**src/source/superscalar_pkg.sv**
```systemverilog
`default_nettype none

package superscalar_pkg;

	////////////////////////////////////////////////////////////////////////////
	// machine sizes
	////////////////////////////////////////////////////////////////////////////

	localparam int WAYS      = 3;   // issue width
	localparam int XLEN      = 32;
	localparam int REG_IDX_W = 5;
	localparam int NUM_REGS  = 32;
	localparam int TAKEN_W   = 2;   // holds 0..WAYS

	// decoded encodings
	localparam logic [6:0]  OPCODE_OP     = 7'b0110011;
	localparam logic [6:0]  OPCODE_OP_IMM = 7'b0010011;
	localparam logic [31:0] INST_WFI      = 32'h1050_0073;

	////////////////////////////////////////////////////////////////////////////
	// instruction word, read as R-type or I-type
	////////////////////////////////////////////////////////////////////////////

	typedef union packed {
		struct packed {
			logic [6:0]           funct7;
			logic [REG_IDX_W-1:0] rs2;
			logic [REG_IDX_W-1:0] rs1;
			logic [2:0]           funct3;
			logic [REG_IDX_W-1:0] rd;
			logic [6:0]           opcode;
		} r;
		struct packed {
			logic [11:0]          imm;
			logic [REG_IDX_W-1:0] rs1;
			logic [2:0]           funct3;
			logic [REG_IDX_W-1:0] rd;
			logic [6:0]           opcode;
		} i;
	} inst_t;

	typedef enum logic [2:0] {
		ALU_ADD,
		ALU_SUB,
		ALU_AND,
		ALU_OR,
		ALU_XOR
	} alu_op_t;

	typedef enum logic [1:0] {
		NO_ERROR,
		ILLEGAL_INST,
		HALTED_ON_WFI
	} error_status_t;

	////////////////////////////////////////////////////////////////////////////
	// stage packets
	////////////////////////////////////////////////////////////////////////////

	typedef struct packed {
		inst_t [WAYS-1:0] inst;
		logic  [WAYS-1:0] valid;
	} fetch_bundle_t;

	typedef struct packed {
		logic                 valid;
		alu_op_t              alu_op;
		logic [XLEN-1:0]      opa;
		logic [XLEN-1:0]      opb;
		logic [REG_IDX_W-1:0] dest;    // zero when nothing is written
		logic                 halt;
		logic                 illegal;
	} issue_pkt_t;

	typedef struct packed {
		logic                 valid;
		logic [REG_IDX_W-1:0] dest;
		logic [XLEN-1:0]      value;
		logic                 halt;
		logic                 illegal;
	} result_pkt_t;

	typedef struct packed {
		logic                 valid;
		logic                 wr_en;
		logic [REG_IDX_W-1:0] wr_idx;
		logic [XLEN-1:0]      wr_data;
	} commit_t;

	typedef struct packed {
		logic                 wr_en;
		logic [REG_IDX_W-1:0] wr_idx;
		logic [XLEN-1:0]      wr_data;
	} reg_write_t;

endpackage

`default_nettype wire

```
**src/source/alu_way.sv**
```systemverilog
`default_nettype none

module alu_way (
	input  logic                         clock,
	input  logic                         reset,
	input  superscalar_pkg::issue_pkt_t  issue,
	output superscalar_pkg::result_pkt_t result
);
	import superscalar_pkg::*;

	logic [XLEN-1:0] value;

	always_comb begin
		case (issue.alu_op)
			ALU_ADD: value = issue.opa + issue.opb;
			ALU_SUB: value = issue.opa - issue.opb;
			ALU_AND: value = issue.opa & issue.opb;
			ALU_OR:  value = issue.opa | issue.opb;
			ALU_XOR: value = issue.opa ^ issue.opb;
			default: value = '0;
		endcase
	end

	// result register feeds retire directly
	always_ff @(posedge clock) begin
		result.dest    <= issue.dest;
		result.value   <= value;
		result.halt    <= issue.halt;
		result.illegal <= issue.illegal;
		if (!reset)
			result.valid <= 1'b0;
		else
			result.valid <= issue.valid;
	end

endmodule

`default_nettype wire

```
**config.mk**
```make
export PLATFORM = sky130hd
export DESIGN_NAME = alu_way
export DESIGN_NICKNAME = d
export VERILOG_FILES = /design/src/source/superscalar_pkg.sv /design/src/source/alu_way.sv
export SDC_FILE = /design/constraint.sdc
export NUM_CORES = 1
export LEC_CHECK = 0
export BUFFER_PORTS_ARGS = -buffer_cell sky130_fd_sc_hd__buf_2
export CELL_PAD_IN_SITES_DETAIL_PLACEMENT = 0
export CELL_PAD_IN_SITES_GLOBAL_PLACEMENT = 1
export CORE_MARGIN = 2
export CORE_UTILIZATION = 37
export CTS_BUF_LIST = sky130_fd_sc_hd__clkbuf_8 sky130_fd_sc_hd__clkbuf_16
export DETAILED_ROUTE_END_ITERATION = 8
export GPL_TIMING_DRIVEN = 0
export MAX_ROUTING_LAYER = met4
export PLACE_DENSITY = 0.81
export SYNTH_ARGS = -nofsm -noshare
export SYNTH_HDL_FRONTEND = slang
export SYNTH_SLANG_ARGS = --single-unit
```
**constraint.sdc**
```tcl
create_clock -name clock -period 3.45 [get_ports clock]
set_input_delay 0.345 -clock clock [delete_from_list [all_inputs] [get_ports clock]]
set_output_delay 0.345 -clock clock [all_outputs]
set_load 0.005 [all_outputs]
```
# Word-level counts from Yosys, hierarchy flattened
# Cells that the tools add are included.
[word_totals] word_cells=16 in_bits=77 ff_bits=40 output_inout_bits=40
[op_classes] n_addsub=2 eq_ne=4 reduce_logical=1 n_bitwise=3 n_mux=1
[op_table] operator="$pmux 32 s5" count=1
[op_table] operator="$add 32x32->32" count=1
[op_table] operator="$and 32x32->32" count=1
[op_table] operator="$or 32x32->32" count=1
[op_table] operator="$sub 32x32->32" count=1
[op_table] operator="$xor 32x32->32" count=1
[op_table] operator="$eq 3x2->1 const B" count=2
[op_table] operator="$eq 3x1->1 const B" count=1
[op_table] operator="$eq 3x3->1 const B" count=1
[op_table] operator="$logic_not 3->1" count=1

# Depth between registers and ports, before layout
# Gate-level depths: netlist of run 1.
[depth] word_depth=2 ltp_mapped=17 depth_no_buf=16

# Worst setup path after synthesis of run 1
# OpenSTA, ideal clock, no wires.
[synth_path] path_type="input -> register" startpoint="input port issue[11] in the netlist's numbering" endpoint="register result[32] in the netlist's numbering" stages=13 path_buffers=1 t_arrival_ns=3.405 setup_slack_ns=-0.093 setup_time_ns=0.137 required_time_ns=3.313 cell_sequence="or3_4 > nor3b_2 > nand2_1 > or4_1 > o21ai_0 > xnor2_1 > ha_1 > clkbuf_1 > nand2_1 > or3_1 > o21ai_0 > mux2i_1 > o2111ai_1"
[synth_via] elab_chain_len=2 word_cells_on_any_way=3 cone_classes="add/sub (2); mux (1)"
[synth_lines] element="from (decl)" line="alu_way.sv:6" source="input superscalar_pkg::issue_pkt_t issue,"
[synth_lines] element="$sub 32x32->32 / $add 32x32->32 (equally long branches)" line="alu_way.sv:16, alu_way.sv:15"
[synth_lines] element="$pmux 32 s5 *" line="alu_way.sv:14" source="case (issue.alu_op)"
[synth_lines] element="net value[30]" line="alu_way.sv:11" source="logic [XLEN-1:0] value;"
[synth_lines] element="to (decl)" line="alu_way.sv:7" source="output superscalar_pkg::result_pkt_t result"
# Mark *: on every way through the listed nets, which the timed path passes. The rest lies on a longest branch.
# A chain may end at the register's enable or synchronous reset.

# Worst setup path after layout of run 1
[layout_path] startpoint="input port issue[19] in the netlist's numbering" endpoint="register result[32] in the netlist's numbering"
# Same word-level chain as after synthesis.

==> results.py, run 1 <==
metrics = {
    "sta": {
        "tightest_slew_ns": 0.8769,
        "clock.fmax_mhz": 281.2,
        "finalSetupViolations": 5,
        "relSlewSlack_pct": 41.00,
        "setup_tns_ns": -0.3264,
        "fin_crit_sh_pct": 103.1,
        "rsz0062_at_grt": "true",
        "hold_violations": 0,
        "maxSlewViolCount": 0,
        "min_period_ns": 3.556,
        "fin_ws_ns": -0.1065,
    },
    "route": {
        "final_antenna_net_count": 0,
        "totalWireLength_mm": 16.35,
        "vias": 5265,
        "via_per_inst": 5.502,
        "drtIter0Drc": 276,
        "drc": 0,
        "first_pass_iters": 5,
        "avgRoutedWirePerCell_um": 17.09,
    },
    "power": {
        "leakagePower_uw": 0.003230,
        "power_density_mw_per_mm2": 322.0,
        "worst_ir_drop_vdd_mv": 0.1712,
        "p_total_uw": 2136,
    },
    "synthesis": {
        "synth_warnings": 0,
        "synth_compound_area_share_pct": 26.38,
        "synth-adder-area-share_pct": 24.43,
        "synthTopCellsByCount": "96 x ha_1, 73 x inv_1, 44 x nand2_1, 44 x xnor2_1, 40 x dfxtp_1",
        "yosysSeqAreaShare_pct": 16.02,
        "avgSynthCellArea_um2": 7.897,
        "synth_cell_types": 59,
        "synthCells": 633,
        "synth_flop_cell": "dfxtp_1",
        "synth_area_leaders": "ha_1 24%, dfxtp_1 16%, xnor2_1 7.7%",
        "netlist_area_mm2": 0.004999,
        "muxShareOfSynthArea_pct": 0.4005,
        "synth_edf_count": 0,
        "syn-num-nets": 807,
        "synth.most_common_cell": "ha_1",
        "synth_top_family_by_area": "compound AO/OA/AOI/OAI gates",
        "synth_top_cell_by_area": "ha_1",
        "yosys.area_share.simple_pct": 15.09,
        "synth_xor_area_share_pct": 9.612,
        "synth-seq-cells": 40,
        "synth_top_area_share_pct": 24.03,
        "synthArstFlopShare_pct": 0,
    },
    "layout": {
        "fin_cells": 957,
        "final_layout_size_suffix_gt1_share_pct": 30.77,
        "multi_input_comb_area_mm2": 0.004183,
        "largest_reg_flops": 40,
        "reg.largest.list": "result x40",
        "num-nets-final": 953,
        "register_area_um2": 800.8,
        "final.fill_count": 1318,
        "regMostFlops": "result",
        "fin_area_mm2": 0.006633,
        "syn2layout_area_growth_pct": 32.69,
    },
    "floorplan": {
        "boundaryPins": 117,
        "die_area_mm2": 0.01446,
        "core_area_mm2": 0.01324,
        "die_x_um": 120.2,
        "die_h_um": 120.2,
        "initial_core_util_pct": 37.75,
        "num_rows": 42,
    },
    "clock_network": {
        "tritoncts": "built",
        "clock-sinks": 40,
        "cts_buffer_depth": 2,
        "cts_made_buffers": 5,
        "cts_hold_buf": 0,
        "clock_tree.root_cell": "clkbuf_16",
        "htreeDepth": 2,
        "clk_pin_slew_worst_paths_ns": 0.07,
    },
    "grt": {
        "grt_pass1_wl_mm": 24.92,
        "grt_start_max_net_pins": 15,
        "grt_pass1_vias": 4930,
        "overflow": 0,
        "track_usage_pct": 22.38,
        "antenna_found_initial": 1,
    },
    "placement": {
        "dp_hpwl_mm": 12.37,
        "numPortBuffers": 116,
        "dp.cells": 925,
        "gp_congestion": 0.9756,
        "place_area_mm2": 0.005816,
    },
    "run": {
        "cap_violations": 0,
    },
    "setup_path": {
        "crit_type": "in2reg",
        "cp-end-kind": "flip-flop",
        "startpoint_type": "input port",
        "critPathMaxFanout": 5,
        "crit_required_ns": 3.59,
        "crit_arrival_ns": 3.70,
    },
    "min_path": {
        "hold_start": "issue[1]",
        "hold_end": "result[1]",
        "holdCritPathClass": "in2reg",
        "whs_path_depth": 1,
    },
    "run_status": {
        "violations": "negative setup slack",
        "status": "finished with violations",
    },
}
routing by layer:
layer	vias to the layer above	track usage (%)	routed length, um
li1	2572	-	-
met5	-	-	0
met4	0	6.177	293
met3	22	2.689	1065
met2	162	36.01	7705
met1	2509	29.83	7287
final cells by class:
type	instances	share of cell area, %
Timing Repair Buffer	147	13.00
Clock inverter	3	0.7168
Buffer	21	1.773
Tap cell	176	3.320
Inverter	73	4.131
Multi-Input combinational cell	491	63.06
Antenna cell	1	0.03773
Sequential cell	40	12.07
Clock buffer	5	1.886
worst max path at each step:
stage,depth (start not counted),slack [ns],end,from
floorplan,13,-0.002,result[32],issue[19]
global placement,17,-1.23,result[33],issue[73]
detailed placement,15,-1.24,result[32],issue[72]
CTS,16,-0.05,result[30],issue[10]
global route,14,-0.20,result[32],issue[19]
finish,14,-0.11,result[32],issue[19]
cells by family (layout without fill, tap and decap cells):
logic type,Yosys count,after routing
multiplexers,2,2
flip-flops,40,40
XOR/XNOR,54,54
AO/OA/AOI/OAI,193,193
adder cells (fa/ha/maj),97,97
other,0,1
AND/OR/NAND/NOR,145,145
buffers and inverters,102,249
critical path, stage by stage:
cell       delay [ns]
buf_6            0.09
or4_4            0.55
nand4b_4         0.21
buf_6            0.15
nor4_4           0.32
nand2_2          0.21
o31ai_4          0.33
xnor2_2          0.11
ha_4             0.30
nand4_1          0.10
or3_1            0.38
o21ai_2          0.20
mux2i_1          0.24
o2111ai_2        0.16
through the flow:
stage / hold slack [ns] / worst slack (ns) / util (%)
CTS: 0.1389 / -0.04867 / 47.26
floorplan: 0.3727 / -0.001673 / -
global route: 0.1401 / -0.2041 / 50.09
detailed placement: 0.4499 / -1.243 / 43.92
finish: 0.1477 / -0.1065 / 50.09
global placement: 0.4479 / -1.228 / 43.92
power breakdown:
group / total (uW) / leakage (uW) / switching, uW / internal (uW)
Clock: 568 / 0.0000840 / 224 / 344
Combinational: 1030 / 0.00281 / 569 / 462
Sequential: 537 / 0.000335 / 13.1 / 524
cell usage in the layout (no fill, tap or decap), drive strengths merged, types with 9 or more instances in the layout:
master,n
a21o,25
a21oi,35
a22oi,29
a31oi,10
buf,148
clkbuf,25
dfxtp,40
ha,96
inv,73
nand2,44
nand3,13
nor2,31
nor3,13
o21ai,30
o221ai,16
o22ai,12
o31ai,10
xnor2,45
xor2,9
timing repair:
action,CTS,global route
endpoints found under the setup margin,22,14
pin swaps,28,35
gates resized for setup,56,55
buffers inserted,14,17
No activity file was read; power rests on OpenSTA's default activity.
==> inputs of run 2 (changes only) <==
--- a/config.mk
+++ b/config.mk
@@ -5,7 +5,7 @@
 export SDC_FILE = /design/constraint.sdc
 export NUM_CORES = 1
 export LEC_CHECK = 0
-export BUFFER_PORTS_ARGS = -buffer_cell sky130_fd_sc_hd__buf_2
+export BUFFER_PORTS_ARGS = -buffer_cell sky130_fd_sc_hd__buf_4
 export CELL_PAD_IN_SITES_DETAIL_PLACEMENT = 0
 export CELL_PAD_IN_SITES_GLOBAL_PLACEMENT = 1
 export CORE_MARGIN = 2
@@ -15,6 +15,7 @@
 export GPL_TIMING_DRIVEN = 0
 export MAX_ROUTING_LAYER = met4
 export PLACE_DENSITY = 0.81
+export SETUP_SLACK_MARGIN = 0.4
 export SYNTH_ARGS = -nofsm -noshare
 export SYNTH_HDL_FRONTEND = slang
 export SYNTH_SLANG_ARGS = --single-unit
==> run 2 against run 1 <==
Against the previous run: the flow still finishes with violations (negative setup slack); sequential share of layout area shrank 1.4 points; largest cell class unchanged; routed wire length grew 7.6%; largest power group unchanged; maximum frequency grew 2.0%; first-iteration DRC count shrank 0.36%; sequential power is essentially flat; critical path type unchanged; clock power shrank 1%.
==> results.py, run 2 (synthesis results as in run 1) <==
metrics = {
    "run_status": {
        "violations": "negative setup slack",
        "status": "finished with violations",
    },
    "setup_path": {
        "critPathMaxFanout": 5,
        "cp-end-kind": "flip-flop",
        "crit_type": "in2reg",
        "crit_required_ns": 3.65,
        "crit_arrival_ns": 3.69,
        "startpoint_type": "input port",
    },
    "clock_network": {
        "tritoncts": "built",
        "clock-sinks": 40,
        "cts_buffer_depth": 2,
        "cts_made_buffers": 5,
        "clk_pin_slew_worst_paths_ns": 0.07,
        "clock_tree.root_cell": "clkbuf_16",
        "cts_hold_buf": 0,
        "htreeDepth": 2,
    },
    "power": {
        "p_int_uw": 1486,
        "power_density_mw_per_mm2": 315.6,
        "leakagePower_uw": 0.003629,
        "p_total_uw": 2375,
        "p_sw_share_pct": 37.44,
        "power.switching_uw": 889.3,
        "comb_power_share_pct": 53.7,
        "pwr-share-seq_pct": 22.7,
        "worst_ir_drop_vdd_mv": 0.1761,
        "pwr-share-clk_pct": 23.6,
    },
    "sta": {
        "maxSlewViolCount": 0,
        "rsz0062_at_grt": "true",
        "min_period_ns": 3.488,
        "setup_tns_ns": -0.04950,
        "clock.fmax_mhz": 286.7,
        "finalSetupViolations": 2,
        "fin_crit_sh_pct": 101.1,
        "relSlewSlack_pct": 42.97,
        "tightest_slew_ns": 0.8476,
        "fin_ws_ns": -0.03776,
        "fin_hold_ws_ns": 0.1509,
        "hold_violations": 0,
    },
    "placement": {
        "post-place-ws_ns": -0.8846,
        "dp_hpwl_mm": 12.53,
        "gp_congestion": 0.9530,
        "numPortBuffers": 116,
    },
    "layout": {
        "num-nets-final": 994,
        "regMostFlops": "result",
        "final_layout_size_suffix_gt1_share_pct": 37.64,
        "final.fill_count": 1217,
        "most-common-layout-cells": "166 x buf_4, 92 x ha_1, 71 x inv_1",
        "reg.largest.list": "result x40",
        "syn2layout_area_growth_pct": 50.56,
        "final_common_cell": "buf_4",
        "largest_reg_flops": 40,
        "antenna_cells": 0,
    },
    "floorplan": {
        "boundaryPins": 117,
        "num_rows": 42,
        "die_area_mm2": 0.01446,
        "core_area_mm2": 0.01324,
        "initial_core_util_pct": 37.75,
        "die_h_um": 120.2,
        "die_x_um": 120.2,
    },
    "route": {
        "avgRoutedWirePerCell_um": 17.65,
        "totalWireLength_mm": 17.60,
        "drc": 0,
        "final_antenna_net_count": 0,
        "first_pass_iters": 4,
        "drtIter0Drc": 275,
        "via_per_inst": 5.531,
        "vias": 5514,
    },
    "grt": {
        "grt_pass1_vias": 5487,
        "grt_pass1_wl_mm": 27.39,
        "track_usage_pct": 24.47,
        "grt_start_max_net_pins": 14,
        "overflow": 0,
        "antenna_found_initial": 0,
    },
    "run": {
        "cap_violations": 0,
    },
    "min_path": {
        "holdCritPathClass": "in2reg",
    },
}
-- run 2: path summary, 6_finish.rpt --
check / start / endpoint / slack [ns] / cells after the start
min: issue[2] / result[34] / 0.15 / 1
max: issue[17] / result[29] / -0.04 / 17
-- run 2: routing by layer --
metal | GRT usage, % | vias up | routed length, um
met1 | 31.55 | 2651 | 7791
met3 | 3.491 | 29 | 971
li1 | - | 2653 | -
met4 | 8.648 | 0 | 447
met2 | 39.35 | 181 | 8389
met5 | - | - | 0
-- run 2: final cells by class --
class / instances / area [um^2] / share of cell area [%]
plain buffers: 29 / 224.0 / 2.976
repair buffers: 180 / 1431 / 19.02
well taps: 176 / 220.2 / 2.926
clock buffers: 5 / 125.1 / 1.663
inverters: 73 / 274.0 / 3.641
flip-flops and latches: 40 / 800.8 / 10.64
clock inverters: 3 / 42.54 / 0.5653
multi-input cells: 491 / 4408 / 58.57
-- run 2: critical path: stages --
cell and delay [ns]:
buf_8 0.10, or4_4 0.54, nand4b_4 0.27, nor4_2 0.26, nand2_1 0.15, o21ai_2 0.21, xnor2_1 0.15, ha_1 0.26
clkbuf_8 0.15, a21o_1 0.15, a21o_1 0.17, a21oi_2 0.19, o31ai_2 0.10, a21oi_2 0.24, buf_4 0.17, xnor2_2 0.06
a21o_1 0.17
-- run 2: metrics by stage --
| step | area (um^2) | utilization, % | std cells |
|---|---|---|---|
| after detailed placement | 6195 | 46.78 | 925 |
| final | 7526 | 56.83 | 997 |
| after global routing | 7526 | 56.83 | 997 |
| after global placement | 6195 | 46.78 | 925 |
| after CTS | 7187 | 54.27 | 980 |
| after floorplan | 5104 | - | 633 |
-- run 2: power by group through the flow --
stage	logic [uW]	registers [uW]	clock network, uW
after floorplan	602	559	0
after global placement	943	549	0
after detailed placement	959	550	0
after CTS	1160	540	571
after global routing	1390	545	588
final	1280	539	561
-- run 2: timing repair --
action / in CTS / in global routing
setup buffers: 47 / 17
setup endpoints to repair: 25 / 21
pin swaps: 59 / 29
resized for setup: 117 / 48
==> inputs of run 3 (changes only) <==
--- a/config.mk
+++ b/config.mk
@@ -6,15 +6,15 @@
 export NUM_CORES = 1
 export LEC_CHECK = 0
 export BUFFER_PORTS_ARGS = -buffer_cell sky130_fd_sc_hd__buf_4
+export CAP_MARGIN = 20
 export CELL_PAD_IN_SITES_DETAIL_PLACEMENT = 0
 export CELL_PAD_IN_SITES_GLOBAL_PLACEMENT = 1
-export CORE_MARGIN = 2
-export CORE_UTILIZATION = 37
+export CORE_UTILIZATION = 41
 export CTS_BUF_LIST = sky130_fd_sc_hd__clkbuf_8 sky130_fd_sc_hd__clkbuf_16
 export DETAILED_ROUTE_END_ITERATION = 8
 export GPL_TIMING_DRIVEN = 0
 export MAX_ROUTING_LAYER = met4
-export PLACE_DENSITY = 0.81
+export PLACE_DENSITY = 0.85
 export SETUP_SLACK_MARGIN = 0.4
 export SYNTH_ARGS = -nofsm -noshare
 export SYNTH_HDL_FRONTEND = slang
==> constraint.sdc (replaced) <==
create_clock -name clock -period 3.3 [get_ports clock]
set_input_delay 0.33 -clock clock [delete_from_list [all_inputs] [get_ports clock]]
set_output_delay 0.33 -clock clock [all_outputs]
set_load 0.005 [all_outputs]
==> run 3 against run 2 <==
Against the previous run: the flow still finishes with violations (negative setup slack); via count increased by 0.54%; sequential power increased by 5.0%; global-route usage increased by 3.6 points; critical endpoint is now result[32]; non-clock buffer count increased by 2; final cell count decreased by 3.1%; die area decreased by 13%; worst setup slack got worse by 0.14 ns; final area about the same.
==> results.py, run 3 (synthesis results as in run 1) <==
metrics = {
    "floorplan": {
        "initial_core_util_pct": 42.86,
        "num_rows": 39,
        "die_x_um": 112.4,
        "core_area_mm2": 0.01166,
        "die_h_um": 112.4,
        "die_area_mm2": 0.01264,
        "boundaryPins": 117,
    },
    "sta": {
        "fin_hold_ws_ns": 0.1432,
        "rsz0062_at_grt": "true",
        "finalSetupViolations": 6,
        "clock.fmax_mhz": 287.3,
        "fin_ws_ns": -0.1807,
        "fin_crit_sh_pct": 105.5,
        "min_period_ns": 3.481,
        "hold_violations": 0,
        "relSlewSlack_pct": 35.01,
        "maxSlewViolCount": 0,
        "tightest_slew_ns": 0.9660,
    },
    "setup_path": {
        "critPathMaxFanout": 7,
        "crit_chain": "buf_6 > or3_4 > nand3b_1 > buf_6 > nor4_4 > buf_4 > a31oi_1 > xnor2_1 > ha_1 > buf_4 > nand2_2 > or3_1 > o21ai_2 > mux2i_1 > o2111ai_2",
        "crit_required_ns": 3.45,
        "crit_arrival_ns": 3.63,
        "crit_type": "in2reg",
        "crit_slowest_cell": "nor4_4",
        "startpoint_type": "input port",
        "cp-end-kind": "flip-flop",
        "max_stage_delay_ns": 0.41,
    },
    "layout": {
        "multi_input_comb_area_mm2": 0.004446,
        "num-nets-final": 996,
        "largest_reg_flops": 40,
        "most-common-layout-cells": "170 x buf_4, 92 x ha_1, 72 x inv_1",
        "final_common_cell": "buf_4",
        "syn2layout_area_growth_pct": 50.66,
        "regMostFlops": "result",
        "fin_area_mm2": 0.007531,
        "antenna_cells": 0,
        "reg.largest.list": "result x40",
        "register_area_um2": 800.8,
        "final_layout_size_suffix_gt1_share_pct": 38.27,
        "final.fill_count": 974,
    },
    "route": {
        "totalWireLength_mm": 17.82,
        "drtIter0Drc": 320,
        "vias": 5544,
        "final_antenna_net_count": 0,
        "first_pass_iters": 5,
        "drc": 0,
        "avgRoutedWirePerCell_um": 18.45,
        "via_per_inst": 5.739,
    },
    "clock_network": {
        "cts_made_buffers": 5,
        "htreeDepth": 2,
        "clock_tree.root_cell": "clkbuf_16",
        "clock-sinks": 40,
        "cts_buffer_depth": 2,
        "clk_pin_slew_worst_paths_ns": 0.08,
        "tritoncts": "built",
    },
    "grt": {
        "grt_start_max_net_pins": 15,
        "overflow": 0,
        "grt_pass1_wl_mm": 27.11,
        "track_usage_pct": 28.09,
        "antenna_found_initial": 0,
        "grt_pass1_vias": 5258,
    },
    "power": {
        "p_total_uw": 2503,
        "power_density_mw_per_mm2": 332.4,
        "worst_ir_drop_vdd_mv": 0.2194,
        "leakagePower_uw": 0.003632,
    },
    "placement": {
        "gp_congestion": 0.9173,
        "post-place-ws_ns": -1.088,
        "numPortBuffers": 116,
        "place_area_mm2": 0.006188,
        "dp_hpwl_mm": 12.47,
    },
    "run": {
        "cap_violations": 0,
    },
    "min_path": {
        "whs_path_depth": 1,
        "holdCritPathClass": "in2reg",
    },
    "run_status": {
        "status": "finished with violations",
        "violations": "negative setup slack",
    },
}
==> run 3: cell types whose count changed in the layout (fill, tap and decap cells not counted), moves of 3 or more <==
cell	delta
clkbuf_8	-4
nor2_2	+5
o221ai_2	+3
buf_4	+4
a211oi_2	-3
a211oi_4	+3
nor2_1	-5
o221ai_1	-3
==> run 3: final timing paths <==
check / start / slack (ns) / endpoint
worst min-delay path: issue[5] / 0.14 / result[37]
worst max-delay path: issue[10] / -0.18 / result[32]
==> run 3: repair_timing <==
item | 4_1_cts | 5_1_grt
buffers inserted | 44 | 21
gates resized for setup | 106 | 60
hold buffers | 0 | 0
setup endpoints to repair | 26 | 20
pin swaps | 46 | 41
==> run 3: critical path, delay by kind of cell <==
family	cells	cell delay, ns
xor gates and xnor gates	1	0.17
and+or+nand+nor	5	1.49
AOI/OAI and AO/OA	3	0.47
muxes	1	0.25
adders and majority gates	1	0.29
buffers and inverters	4	0.61
==> run 3: cell type report <==
type                       instances  share of cell area (%)
buffer                            29                   3.190
clock buffer                       5                   1.661
clock inverter                     3                  0.6147
inverter                          73                   3.638
multi-input combinational        491                   59.03
sequential                        40                   10.63
tap                              143                   2.376
timing repair buffer             182                   18.86
==> run 3: power by group <==
part	switching, uW	leakage, uW	internal (uW)
registers	18.1	0.000335	548
logic	687	0.00322	653
clock network	237	0.0000804	360
==> run 3: layer usage <==
metal | vias up | wire (um) | GRT usage, %
met5 | - | 0 | -
met4 | 0 | 389 | 8.533
met3 | 31 | 1085 | 3.348
met2 | 210 | 8423 | 45.34
met1 | 2649 | 7920 | 36.76
li1 | 2654 | - | -
==> run 3: stage by stage <==
step	std cells	utilization, %	TNS (ns)
after floorplan	633	-	-0.1675
after global placement	892	53.02	-13.54
after detailed placement	893	53.06	-14.56
after CTS	945	61.01	-0.5816
after global routing	966	64.57	-2.052
final	966	64.57	-0.6733
